File: src/rtl/lsu_pkg.sv
`default_nettype none

package lsu_pkg;

    typedef logic [31:0] word_t;
    typedef logic [3:0]  byte_sel_t;
    typedef logic [4:0]  rob_tag_t;
    typedef logic [4:0]  reg_idx_t;

    // wide enough for a wrap-bit pointer of an 8 entry store queue
    localparam int SQ_PTR_MAX_W = 4;

    typedef enum logic [2:0] {
        MEM_BYTE   = 3'd0,
        MEM_HALF   = 3'd1,
        MEM_WORD   = 3'd2,
        MEM_BYTE_U = 3'd4,
        MEM_HALF_U = 3'd5
    } mem_funct3_e;

    typedef enum logic [1:0] {
        IDLE,
        LOAD_BUS,
        STORE_BUS
    } mem_state_e;

    typedef struct packed {
        logic        is_store;
        mem_funct3_e funct3;
        word_t       base;
        word_t       st_value;
        word_t       imm;
        reg_idx_t    rd;
        rob_tag_t    tag;
    } lsu_req_t;

    typedef struct packed {
        logic                    valid;
        logic                    done;
        word_t                   addr;
        mem_funct3_e             funct3;
        reg_idx_t                rd;
        rob_tag_t                tag;
        logic [SQ_PTR_MAX_W-1:0] sq_tail_snap;
    } lq_entry_t;

    typedef struct packed {
        logic      valid;
        logic      committed;
        word_t     addr;
        word_t     data;
        byte_sel_t sel;
    } sq_entry_t;

    typedef struct packed {
        word_t     addr;
        word_t     data;
        byte_sel_t sel;
        logic      we;
    } mem_req_t;

    typedef struct packed {
        reg_idx_t rd;
        rob_tag_t tag;
        word_t    data;
    } ld_result_t;

endpackage

`default_nettype wire

File: src/rtl/lsu_decode.sv
`timescale 1ns/1ns
`default_nettype none

module lsu_decode
    import lsu_pkg::*;
(
    input  lsu_req_t  req,
    output word_t     addr,
    output word_t     st_data,
    output byte_sel_t st_sel
);

    logic misaligned;

    always_comb begin
        addr = req.base + req.imm;
        case (req.funct3)
            MEM_BYTE, MEM_BYTE_U: begin
                st_sel  = 4'b0001 << addr[1:0];
                st_data = word_t'(req.st_value[7:0]) << {addr[1:0], 3'b000};
            end
            MEM_HALF, MEM_HALF_U: begin
                st_sel  = 4'b0011 << addr[1:0];
                st_data = word_t'(req.st_value[15:0]) << {addr[1:0], 3'b000};
            end
            default: begin
                st_sel  = 4'b1111;
                st_data = req.st_value;
            end
        endcase
    end

    always_comb begin
        case (req.funct3)
            MEM_BYTE, MEM_BYTE_U: misaligned = 1'b0;
            MEM_HALF, MEM_HALF_U: misaligned = addr[0];
            default:              misaligned = |addr[1:0];
        endcase
    end

    // no misaligned support, the port must only see naturally aligned accesses
    always_comb begin
        assert (!misaligned)
            else $error("misaligned access: addr %h funct3 %0d", addr, req.funct3);
    end

endmodule

`default_nettype wire

File: src/rtl/lsu_load_queue.sv
`timescale 1ns/1ns
`default_nettype none

module lsu_load_queue
    import lsu_pkg::*;
#(
    parameter int LQ_DEPTH = 4,
    parameter int SQ_DEPTH = 4
) (
    input  logic                      clk,
    input  logic                      rst,
    input  logic                      alloc,
    input  lsu_req_t                  req,
    input  word_t                     addr,
    input  logic [$clog2(SQ_DEPTH):0] sq_tail,
    input  logic [$clog2(SQ_DEPTH):0] sq_head,
    input  logic [SQ_DEPTH-1:0]       sq_valid,
    input  word_t [SQ_DEPTH-1:0]      sq_addr,
    input  logic                      ld_grant,
    input  logic                      ld_done,
    output logic                      lq_full,
    output logic                      ld_mem_valid,
    output mem_req_t                  ld_mem_req,
    output lq_entry_t                 inflight
);

    localparam int LQW = $clog2(LQ_DEPTH);
    localparam int SQW = $clog2(SQ_DEPTH);

    lq_entry_t           lq_q [LQ_DEPTH];
    logic [LQW:0]        head, tail;
    logic [LQW-1:0]      sel_idx, inflight_idx;
    logic [LQ_DEPTH-1:0] eligible;

    assign lq_full = (head[LQW-1:0] == tail[LQW-1:0]) && (head[LQW] != tail[LQW]);

    // ==================================================
    // ordering check against older stores
    // ==================================================
    always_comb begin
        logic [SQW:0]   span;
        logic [SQW-1:0] off;
        logic           blocked;
        for (int i = 0; i < LQ_DEPTH; i++) begin
            // stores older than the load sit between sq head and the snapshot
            span = lq_q[i].sq_tail_snap[SQW:0] - sq_head;
            if (span > (SQW+1)'(SQ_DEPTH)) begin
                span = '0;
            end
            blocked = 1'b0;
            for (int j = 0; j < SQ_DEPTH; j++) begin
                off = SQW'(j) - sq_head[SQW-1:0];
                if (sq_valid[j] && ({1'b0, off} < span)
                        && (sq_addr[j][31:2] == lq_q[i].addr[31:2])) begin
                    blocked = 1'b1;
                end
            end
            eligible[i] = lq_q[i].valid && !lq_q[i].done && !blocked;
        end
    end

    // oldest eligible, walking from head
    always_comb begin
        logic [LQW-1:0] idx;
        sel_idx      = '0;
        ld_mem_valid = 1'b0;
        for (int k = 0; k < LQ_DEPTH; k++) begin
            idx = head[LQW-1:0] + LQW'(k);
            if (!ld_mem_valid && eligible[idx]) begin
                sel_idx      = idx;
                ld_mem_valid = 1'b1;
            end
        end
        ld_mem_req = '{addr: lq_q[sel_idx].addr, data: '0, sel: 4'b1111, we: 1'b0};
    end

    always_ff @(posedge clk) begin
        if (rst) begin
            head <= '0;
            tail <= '0;
            for (int i = 0; i < LQ_DEPTH; i++) begin
                lq_q[i].valid <= 1'b0;
                lq_q[i].done  <= 1'b0;
            end
        end else begin
            if (alloc) begin
                lq_q[tail[LQW-1:0]] <= '{valid: 1'b1, done: 1'b0, addr: addr,
                                         funct3: req.funct3, rd: req.rd, tag: req.tag,
                                         sq_tail_snap: SQ_PTR_MAX_W'(sq_tail)};
                tail <= tail + 1'b1;
            end
            if (ld_grant) begin
                lq_q[sel_idx].done <= 1'b1;
            end
            if (ld_done) begin
                lq_q[inflight_idx].valid <= 1'b0;
            end
            // loads finish out of order, head skips one freed slot per cycle
            if ((head != tail) && !lq_q[head[LQW-1:0]].valid) begin
                head <= head + 1'b1;
            end
        end
    end

    always_ff @(posedge clk) begin
        if (ld_grant) begin
            inflight_idx <= sel_idx;
            inflight     <= lq_q[sel_idx];
        end
    end

    a_grant_needs_request: assert property (
        @(posedge clk) disable iff (rst) ld_grant |-> ld_mem_valid
    );

endmodule

`default_nettype wire

File: src/rtl/lsu_load_result.sv
`timescale 1ns/1ns
`default_nettype none

module lsu_load_result
    import lsu_pkg::*;
(
    input  logic       clk,
    input  logic       rst,
    input  logic       ld_done,
    input  word_t      rdata,
    input  lq_entry_t  inflight,
    output logic       ld_valid,
    output ld_result_t ld_out
);

    logic [7:0]  lane_b;
    logic [15:0] lane_h;
    word_t       ext;

    always_comb begin
        lane_b = rdata[{inflight.addr[1:0], 3'b000} +: 8];
        lane_h = inflight.addr[1] ? rdata[31:16] : rdata[15:0];
        case (inflight.funct3)
            MEM_BYTE:   ext = {{24{lane_b[7]}}, lane_b};
            MEM_BYTE_U: ext = {24'b0, lane_b};
            MEM_HALF:   ext = {{16{lane_h[15]}}, lane_h};
            MEM_HALF_U: ext = {16'b0, lane_h};
            default:    ext = rdata;
        endcase
    end

    always_ff @(posedge clk) begin
        if (rst) begin
            ld_valid <= 1'b0;
        end else begin
            ld_valid <= ld_done;
        end
    end

    always_ff @(posedge clk) begin
        if (ld_done) begin
            ld_out <= '{rd: inflight.rd, tag: inflight.tag, data: ext};
        end
    end

endmodule

`default_nettype wire

File: src/rtl/lsu_mem_port.sv
`timescale 1ns/1ns
`default_nettype none

module lsu_mem_port
    import lsu_pkg::*;
(
    input  logic      clk,
    input  logic      rst,
    input  logic      ld_mem_valid,
    input  logic      st_mem_valid,
    input  mem_req_t  ld_mem_req,
    input  mem_req_t  st_mem_req,
    output logic      ld_grant,
    output logic      st_grant,
    output logic      ld_done,
    output logic      st_ack,
    output word_t     rdata,
    output logic      cyc,
    output logic      stb,
    output logic      we,
    output word_t     adr,
    output word_t     dat_w,
    output byte_sel_t sel,
    input  word_t     dat_r,
    input  logic      ack
);

    mem_state_e state;
    mem_req_t   pick;

    // loads win in idle
    assign ld_grant = (state == IDLE) && ld_mem_valid;
    assign st_grant = (state == IDLE) && st_mem_valid && !ld_mem_valid;
    assign pick     = ld_grant ? ld_mem_req : st_mem_req;

    assign ld_done = (state == LOAD_BUS) && ack;
    assign st_ack  = (state == STORE_BUS) && ack;
    assign rdata   = dat_r;

    always_ff @(posedge clk) begin
        if (rst) begin
            state <= IDLE;
            cyc   <= 1'b0;
            stb   <= 1'b0;
        end else begin
            case (state)
                IDLE: begin
                    if (ld_grant || st_grant) begin
                        state <= ld_grant ? LOAD_BUS : STORE_BUS;
                        cyc   <= 1'b1;
                        stb   <= 1'b1;
                    end
                end
                LOAD_BUS, STORE_BUS: begin
                    if (ack) begin
                        state <= IDLE;
                        cyc   <= 1'b0;
                        stb   <= 1'b0;
                    end
                end
                default: state <= IDLE;
            endcase
        end
    end

    // bus payload loaded only at the start of a cycle
    always_ff @(posedge clk) begin
        if (ld_grant || st_grant) begin
            adr   <= pick.addr;
            dat_w <= pick.data;
            sel   <= pick.sel;
            we    <= pick.we;
        end
    end

    a_stb_in_cyc: assert property (@(posedge clk) disable iff (rst) stb |-> cyc);

endmodule

`default_nettype wire

File: src/rtl/lsu_store_queue.sv
`timescale 1ns/1ns
`default_nettype none

module lsu_store_queue
    import lsu_pkg::*;
#(
    parameter int SQ_DEPTH = 4
) (
    input  logic                      clk,
    input  logic                      rst,
    input  logic                      alloc,
    input  word_t                     addr,
    input  word_t                     st_data,
    input  byte_sel_t                 st_sel,
    input  logic                      st_commit,
    input  logic                      st_grant,
    input  logic                      st_ack,
    output logic                      sq_full,
    output logic [$clog2(SQ_DEPTH):0] sq_tail,
    output logic [$clog2(SQ_DEPTH):0] sq_head,
    output logic [SQ_DEPTH-1:0]       sq_valid,
    output word_t [SQ_DEPTH-1:0]      sq_addr,
    output logic                      st_mem_valid,
    output mem_req_t                  st_mem_req
);

    localparam int SQW = $clog2(SQ_DEPTH);

    sq_entry_t      sq_q [SQ_DEPTH];
    logic [SQW:0]   head, tail, cmt;
    logic [SQW-1:0] head_idx;
    logic           on_bus;

    assign head_idx = head[SQW-1:0];
    assign sq_full  = (head_idx == tail[SQW-1:0]) && (head[SQW] != tail[SQW]);
    assign sq_tail  = tail;
    assign sq_head  = head;

    always_comb begin
        for (int j = 0; j < SQ_DEPTH; j++) begin
            sq_valid[j] = sq_q[j].valid;
            sq_addr[j]  = sq_q[j].addr;
        end
    end

    // head drains once committed, one bus cycle at a time
    assign st_mem_valid = sq_q[head_idx].valid && sq_q[head_idx].committed && !on_bus;

    always_comb begin
        st_mem_req = '{addr: sq_q[head_idx].addr, data: sq_q[head_idx].data,
                       sel: sq_q[head_idx].sel, we: 1'b1};
    end

    always_ff @(posedge clk) begin
        if (rst) begin
            head   <= '0;
            tail   <= '0;
            cmt    <= '0;
            on_bus <= 1'b0;
            for (int j = 0; j < SQ_DEPTH; j++) begin
                sq_q[j].valid     <= 1'b0;
                sq_q[j].committed <= 1'b0;
            end
        end else begin
            if (alloc) begin
                sq_q[tail[SQW-1:0]] <= '{valid: 1'b1, committed: 1'b0, addr: addr,
                                         data: st_data, sel: st_sel};
                tail <= tail + 1'b1;
            end
            if (st_commit) begin
                sq_q[cmt[SQW-1:0]].committed <= 1'b1;
                cmt <= cmt + 1'b1;
            end
            if (st_grant) begin
                on_bus <= 1'b1;
            end
            if (st_ack) begin
                sq_q[head_idx].valid     <= 1'b0;
                sq_q[head_idx].committed <= 1'b0;
                head   <= head + 1'b1;
                on_bus <= 1'b0;
            end
        end
    end

    a_commit_hits_store: assert property (
        @(posedge clk) disable iff (rst)
        st_commit |-> sq_q[cmt[SQW-1:0]].valid && !sq_q[cmt[SQW-1:0]].committed
    );

endmodule

`default_nettype wire

File: src/rtl/lsu_top.sv
`timescale 1ns/1ns
`default_nettype none

module lsu_top
    import lsu_pkg::*;
#(
    parameter int LQ_DEPTH = 4,
    parameter int SQ_DEPTH = 4
) (
    input  logic       clk,
    input  logic       rst,
    input  lsu_req_t   req,
    input  logic       req_valid,
    output logic       req_ready,
    input  logic       st_commit,
    output logic       ld_valid,
    output ld_result_t ld_out,
    output logic       cyc,
    output logic       stb,
    output logic       we,
    output word_t      adr,
    output word_t      dat_w,
    output byte_sel_t  sel,
    input  word_t      dat_r,
    input  logic       ack
);

    word_t                     addr, st_data, rdata;
    byte_sel_t                 st_sel;
    logic                      ld_alloc, st_alloc, lq_full, sq_full;
    logic [$clog2(SQ_DEPTH):0] sq_tail, sq_head;
    logic [SQ_DEPTH-1:0]       sq_valid;
    word_t [SQ_DEPTH-1:0]      sq_addr;
    logic                      ld_mem_valid, st_mem_valid;
    mem_req_t                  ld_mem_req, st_mem_req;
    logic                      ld_grant, st_grant, ld_done, st_ack;
    lq_entry_t                 inflight;

    assign req_ready = req.is_store ? !sq_full : !lq_full;
    assign ld_alloc  = req_valid && req_ready && !req.is_store;
    assign st_alloc  = req_valid && req_ready && req.is_store;

    lsu_decode u_decode (
        .req, .addr, .st_data, .st_sel
    );

    lsu_load_queue #(
        .LQ_DEPTH (LQ_DEPTH),
        .SQ_DEPTH (SQ_DEPTH)
    ) u_load_queue (
        .clk, .rst,
        .alloc (ld_alloc),
        .req, .addr,
        .sq_tail, .sq_head, .sq_valid, .sq_addr,
        .ld_grant, .ld_done, .lq_full,
        .ld_mem_valid, .ld_mem_req, .inflight
    );

    lsu_store_queue #(
        .SQ_DEPTH (SQ_DEPTH)
    ) u_store_queue (
        .clk, .rst,
        .alloc (st_alloc),
        .addr, .st_data, .st_sel,
        .st_commit, .st_grant, .st_ack,
        .sq_full, .sq_tail, .sq_head, .sq_valid, .sq_addr,
        .st_mem_valid, .st_mem_req
    );

    lsu_mem_port u_mem_port (
        .clk, .rst,
        .ld_mem_valid, .st_mem_valid, .ld_mem_req, .st_mem_req,
        .ld_grant, .st_grant, .ld_done, .st_ack, .rdata,
        .cyc, .stb, .we, .adr, .dat_w, .sel, .dat_r, .ack
    );

    lsu_load_result u_load_result (
        .clk, .rst, .ld_done, .rdata, .inflight, .ld_valid, .ld_out
    );

endmodule

`default_nettype wire

File: config.mk
export PLATFORM = sky130hd
export DESIGN_NAME = lsu_top
export DESIGN_NICKNAME = d
export VERILOG_FILES = /design/src/rtl/lsu_pkg.sv /design/src/rtl/lsu_decode.sv /design/src/rtl/lsu_load_queue.sv /design/src/rtl/lsu_load_result.sv /design/src/rtl/lsu_mem_port.sv /design/src/rtl/lsu_store_queue.sv /design/src/rtl/lsu_top.sv
export SDC_FILE = /design/constraint.sdc
export NUM_CORES = 1
export LEC_CHECK = 0
export ABC_CLOCK_PERIOD_IN_PS = 12200
export BUFFER_PORTS_ARGS = -buffer_cell sky130_fd_sc_hd__clkbuf_2
export CAP_MARGIN = 20
export CORE_MARGIN = 5
export CORE_UTILIZATION = 42
export DETAILED_ROUTE_END_ITERATION = 10
export PLACE_DENSITY_LB_ADDON = 0.3
export SLEW_MARGIN = 5
export SYNTH_ARGS = -nofsm -noshare
export SYNTH_HDL_FRONTEND = slang
export SYNTH_SLANG_ARGS = --single-unit
File: constraint.sdc
create_clock -name clk -period 12.2 [get_ports clk]
set_input_delay 1.22 -clock clk [delete_from_list [all_inputs] [get_ports clk]]
set_output_delay 1.22 -clock clk [all_outputs]
set_load 0.005 [all_outputs]
Word level (Yosys, flattened, before mapping)
Memory sizes are Yosys's and may differ from the RTL's. A register that Yosys moved wholly into a read port is not among the register bits.
Cells that the tools add are included.
{ "classes": {"addsub": 17, "order_cmp": 24, "eq_ne": 31, "n_shift": 5, "n_mux": 91, "n_reduce_logical": 90} }
{ "op_table": {"columns": ["cell", "n"], "rows": [
  ["$eq 30x30->1", 16],
  ["$mux 70", 3],
  ["$reduce_or 70->1", 3],
  ["$mux 50", 3],
  ["$reduce_or 50->1", 3],
  ["$pmux 32 s4", 1],
  ["$mux 69", 1],
  ["$pmux 32 s2", 1],
  ["$logic_and 1x1->1", 56],
  ["$lt 2x3->1", 16],
  ["$mux 1", 47],
  ["$mux 2", 20],
  ["$add 32x32->32", 1],
  ["$shiftx 32x6->8", 1],
  ["$shl 16x5->32", 1],
  ["$shl 8x5->32", 1],
  ["$mux 3", 7],
  ["$logic_not 1->1", 17],
  ["$mux 16", 1],
  ["$add 3x1->3 const B", 5],
  ["$eq 3x3->1 const B", 4],
  ["$gt 3x3->1 const B", 4],
  ["$lt 2x3->1 const B", 4],
  ["$sub 3x3->3", 4],
  ["other kinds (24)", 38]
]} }
{ "totals": {"register_bits": 148, "mem_bits_rw": 480, "in_bits": 147, "output_inout_bits": 115, "elab_cells": 281, "mem_count": 2} }
{ "mem_list": {"columns": ["name", "words", "width", "read_ports", "rd_clocked_by_memory_dff", "wr", "line_no", "rtl"], "rows": [
  ["u_store_queue.sq_q", 4, 70, 5, 1, 4, "lsu_store_queue.sv:29", "sq_entry_t sq_q [SQ_DEPTH];"],
  ["u_load_queue.lq_q", 4, 50, 6, 1, 4, "lsu_load_queue.sv:30", "lq_entry_t lq_q [LQ_DEPTH];"]
]} }

Logic depth before layout (Yosys ltp)
An unclocked memory read counts as a cell.
{ "depth": {"depth_word": 32, "depth_mapped": 20, "mapped_depth_nobuf": 16} }

Cells and area by module
A second synthesis with hierarchy kept.
{ "unflattened": {"hier_cells": 2785, "hier_area_um2": 36975.5} }
{ "modules_own_cells": {"columns": ["module", "n_inst", "cells_each", "area_per_inst_um2", "seq_area_each_um2"], "rows": [
  ["lsu_load_queue", 1, 1459, 16902.5, 7647.3],
  ["lsu_store_queue", 1, 591, 11803.8, 8548.2],
  ["lsu_mem_port", 1, 210, 3772.4, 2132.0],
  ["lsu_decode", 1, 352, 2371.0, 0.0],
  ["lsu_load_result", 1, 170, 2099.5, 1281.2],
  ["lsu_top", 1, 3, 26.3, 0.0]
]} }

Least setup slack after synthesis
Ideal clock, no wire load.
{ "synth_path": {"path_type": "reg2reg", "startpoint": "reg u_store_queue.head[0], in the netlist u_store_queue.sq_head[0]", "endpoint": "reg u_mem_port.adr[0], enable pin", "setup_time_ns": 0.497, "t_arrival_ns": 5.725, "t_required_ns": 11.703, "setup_slack_ns": 5.978, "stages_incl_launch_ff": 14, "path_buffers": 0, "period_less_slack_ns": 6.222, "cell_sequence": "dfxtp_1 -> ha_1 -> fa_1 -> xor3_2 -> or2_2 -> ha_1 -> inv_1 -> a22oi_1 -> nand3_1 -> nand4b_1 -> or2_2 -> nand4_1 -> nor2_1 -> nor2_1"} }
{ "synth_via": {"elab_chain_len": 27, "elab_cells_between_ends": 110, "classes_between": "add/sub: 8; order compare: 20; mux: 32; reduce/logical: 50"} }
{ "synth_lines": {"columns": ["item", "line_no", "rtl"], "rows": [
  ["start: declaration", "lsu_store_queue.sv:30", "logic [SQW:0] head, tail, cmt;"],
  ["start signal: assignment", "lsu_store_queue.sv:80", "head <= head + 1'b1;"],
  ["$sub 3x3->3", "lsu_load_queue.sv:46", "span = lq_q[i].sq_tail_snap[SQW:0] - sq_head;"],
  ["$gt 3x3->1", "lsu_load_queue.sv:47", "if (span > (SQW+1)'(SQ_DEPTH)) begin"],
  ["$mux 3", "lsu_load_queue.sv:47", null],
  ["$lt 2x3->1", "lsu_load_queue.sv:53", "if (sq_valid[j] && ({1'b0, off} < span)"],
  ["$logic_and 1x1->1", "lsu_load_queue.sv:53", null],
  ["$logic_and 1x1->1", "lsu_load_queue.sv:54", "&& (sq_addr[j][31:2] == lq_q[i].addr[31:2])) begin"],
  ["$mux 1 (4 in series)", "lsu_load_queue.sv:53", null],
  ["$logic_not 1->1", "lsu_load_queue.sv:58", "eligible[i] = lq_q[i].valid && !lq_q[i].done && !blocked;"],
  ["[8 not listed]", null, null],
  ["$logic_and 1x1->1", "lsu_load_queue.sv:69", "if (!ld_mem_valid && eligible[idx]) begin"],
  ["$mux 1", "lsu_load_queue.sv:69", null],
  ["$logic_not 1->1", "lsu_load_queue.sv:69", null],
  ["$logic_and 1x1->1", "lsu_load_queue.sv:69", null],
  ["$mux 1 (*)", "lsu_load_queue.sv:69", null],
  ["$logic_not 1->1", "lsu_mem_port.sv:33", "assign st_grant = (state == IDLE) && st_mem_valid && !ld_mem_valid;"],
  ["$logic_and 1x1->1", "lsu_mem_port.sv:33", null],
  ["$logic_or 1x1->1 (*)", "lsu_mem_port.sv:68", "if (ld_grant || st_grant) begin"],
  ["end signal: assignment", "lsu_mem_port.sv:69", "adr <= pick.addr;"],
  ["end: declaration", "lsu_mem_port.sv:21", "output word_t adr,"]
]} }
Mark *: on every way between the ends. The rest lies on a longest branch, timed or not. The select of a mux whose other input is x is not followed.
A chain may end at the register's enable or synchronous reset.

==> metrics.txt <==
status complete, no violations; fin nets 2,890; hold_buf cts 0; share of cells above drive strength 1 18.89%; Yosys cell types 87; Post-Syn Nets 2,834; Final Core Density 47.36%; RR Startpoint u_store_queue.sq_head[0]$_SDFFE_PP0P_; per-cell routed wire length 32.30 um; starting density of the core 42.32%; # placed instances 3,640; Peak VDD IR 0.1275 mV; Worst setup startpoint u_store_queue.sq_head[0]$_SDFFE_PP0P_; Initial DRC Count 2,109; Finished Layout Cells 3,772; Avg Inst Size Synth 12.78 sq um; Worst-Skew Late Latency 0.64 ns; Synth top area share 53.98%; DRC 0; count leader, synth edfxtp_1; reg2reg setup slack 6.24 ns; vias 22.05k; largest fanout on the critical path 22; first-pass GRT wire length 170,100 um; Total Negative Setup Slacks 0 ns; Yosys top cell by area edfxtp_1; hold path startpoint u_load_queue.inflight[8]$_DFFE_PN_; startpoint types register; die area 0.08522 sq mm; ys flop type edfxtp_1; Die Width 291.9 um; final WL 121,800 um; worst min path class reg2reg; pin count of the biggest net entering global routing 67; fin area 0.03735 sq mm; Synth area leaders edfxtp_1 54%, xnor2_1 12%, mux4_2 4.7%; Relative slew margins 24.34%; Ys Warns 0; RR Endpoint u_mem_port.adr[8]$_DFFE_PP_; fmax 167.8 MHz; Worst-Margin Slew 1.127 ns; clock skew 0.03226 ns; total CTS buffers 70; GPL Wtd Cong 1.017; postcts setup bufs 0; gr usage total 27.87%; area grow syn2layout 11.89%; vias in the first global route 22.01k; RSZ-0062 raised after global routing no; # H-tree levels 3; CTS clock-pin slew for the worst setup and hold paths 0.06 ns; Fill cells 7,012; dpl cell area 0.03500 sq mm; Post-synth EDFFs 600; Worst Path Required 12.50 ns; number of max-cap violations 0; hold path depth 0; Core Region 0.07887 sq mm; R2R depth 17; worst-case clock buffer depth 3; Routed Antenna Nets 0; DP Wirelength 91,060 um; worst path arrival time 6.26 ns; sequential fraction of the synthesis area 55.83%; Slew Viols, Final 0; Post-synth top cells 600 x edfxtp_1, 474 x xnor2_1, 215 x clkbuf_1; post-synthesis cell count 2,611; PostCTS Resize Cnt 0; Sink Count 631; 1st-pass router iterations 6; Setup Crit Path Kind reg2reg; Tcrit/Tclk final 48.86%; floorplan row count 103; Pleak 0.01268 uW; IO buf count 261; CTS Root Cell clkbuf_16; cell area after synthesis 0.03338 sq mm; antenna violations before repair 4; termination of the worst setup path u_mem_port.adr[8]$_DFFE_PP_; DIE HEIGHT 291.9 um; Hold Vio Cnt, Final 0; pwr dens 175.8 mW/mm^2; Ports 262; Worst setup EP type register; CTS tree done; GRT overflow 0; #FFs+latches synth 631; Via density 5.847; FFs w/ async S/R, synth 0%; post-route minimum period 5.960 ns; # setup viols final 0
cells in the final DEF, fill, tap and decap left out, types with 31 or more instances in the layout:
| master | instances |
|---|---|
| xor2_1 | 45 |
| clkbuf_2 | 262 |
| nand4_1 | 109 |
| buf_4 | 31 |
| inv_1 | 40 |
| o21ai_0 | 65 |
| nand3_1 | 34 |
| mux4_2 | 69 |
| nor4_1 | 40 |
| ha_1 | 71 |
| a21oi_1 | 52 |
| nor2_1 | 74 |
| xnor2_1 | 474 |
| and2_1 | 45 |
| clkbuf_16 | 71 |
| edfxtp_1 | 600 |
| mux2i_1 | 119 |
| nand2_1 | 140 |
| o221ai_1 | 31 |
how the worst min path moves through the flow:
| stage | to | slack (ns) |
|---|---|---|
| final | u_load_result.ld_out[36]$_DFFE_PP_ | 0.42 |
| after global routing | u_load_result.ld_out[33]$_DFFE_PP_ | 0.44 |
| after CTS | u_load_result.ld_out[36]$_DFFE_PP_ | 0.42 |
| after detailed placement | u_load_result.ld_out[36]$_DFFE_PP_ | 0.40 |
| after global placement | u_load_result.ld_out[40]$_DFFE_PP_ | 0.40 |
| after floorplan | u_load_result.ld_out[32]$_DFFE_PP_ | 0.40 |
flip-flops by register name (all words and copies together) (netlist names), named ones only:
register and count:
u_load_queue.lq_q 200, u_load_queue.inflight_idx 2, u_mem_port.dat_w 32, u_mem_port.we 1
u_load_queue.head 3, u_load_result.ld_out 42, u_load_queue.tail 3, u_mem_port.cyc 1
u_store_queue.sq_tail 3, u_store_queue.sq_q 280, u_load_result.ld_valid 1, u_store_queue.sq_head 3
u_mem_port.sel 4, u_mem_port.adr 32, u_mem_port.state 2, u_store_queue.cmt 2
u_store_queue.on_bus 1, u_load_queue.inflight 15
critical path, stage by stage (launching register included):
cell and delay [ns]:
dfxtp_1 0.84, ha_1 0.30, fa_1 0.18, xnor3_1 0.31, nand2b_1 0.19, ha_1 0.21, nor3_1 0.05, a211o_1 0.39
nand4_1 0.16, o2111ai_2 0.23, or2_0 0.40, a41oi_1 0.30, a22oi_1 0.15, o211ai_2 0.16, buf_4 0.38, nand2b_2 0.63
buf_4 0.50, o221ai_1 0.21
metal layers:
metal / routed length (um) / vias up / track usage (%)
li1: - / 9564 / -
met1: 50620 / 11355 / 37.45
met2: 58200 / 935 / 45.65
met3: 7943 / 196 / 4.967
met4: 5038 / 4 / 10.41
met5: 25 / - / 0
report_power, final:
part | leakage [uW] | internal, uW | switching [uW]
registers | 0.00577 | 2740 | 165
logic | 0.00581 | 575 | 990
clock network | 0.00109 | 1200 | 905
layout make-up:
class                      instances  area (sq um)  share of cell area [%]
clock inverter                    41         454.2                   1.216
tap                             1050          1314                   3.517
inverter                          47         180.2                  0.4824
timing repair buffer             296          1597                   4.275
sequential                       631         18640                   49.91
clock buffer                      85          1829                   4.898
antenna                            1         2.502                0.006700
multi-input combinational       1621         13330                   35.69
per-stage QoR:
stage / setup slack [ns] / total power (uW) / hold WS [ns]
after CTS: 6.063 / 6599 / 0.4155
after global placement: 6.206 / 4473 / 0.4045
after global routing: 5.928 / 6829 / 0.4355
final: 6.240 / 6567 / 0.4151
after detailed placement: 6.058 / 4500 / 0.4045
after floorplan: 5.978 / 3887 / 0.4003
logic make-up (layout without fill, tap and decap cells):
group	Yosys count	after routing	synth area share, %
AO/OA/AOI/OAI	295	295	6.222
adder cells (fa/ha/maj)	76	76	2.961
XOR/XNOR	523	523	13.90
flip-flops	631	631	55.83
AND/OR/NAND/NOR	537	537	8.430
other	0	1	0
multiplexers	190	190	8.302
buffers and inverters	359	469	4.352
(Power assumes the default switching activity.)
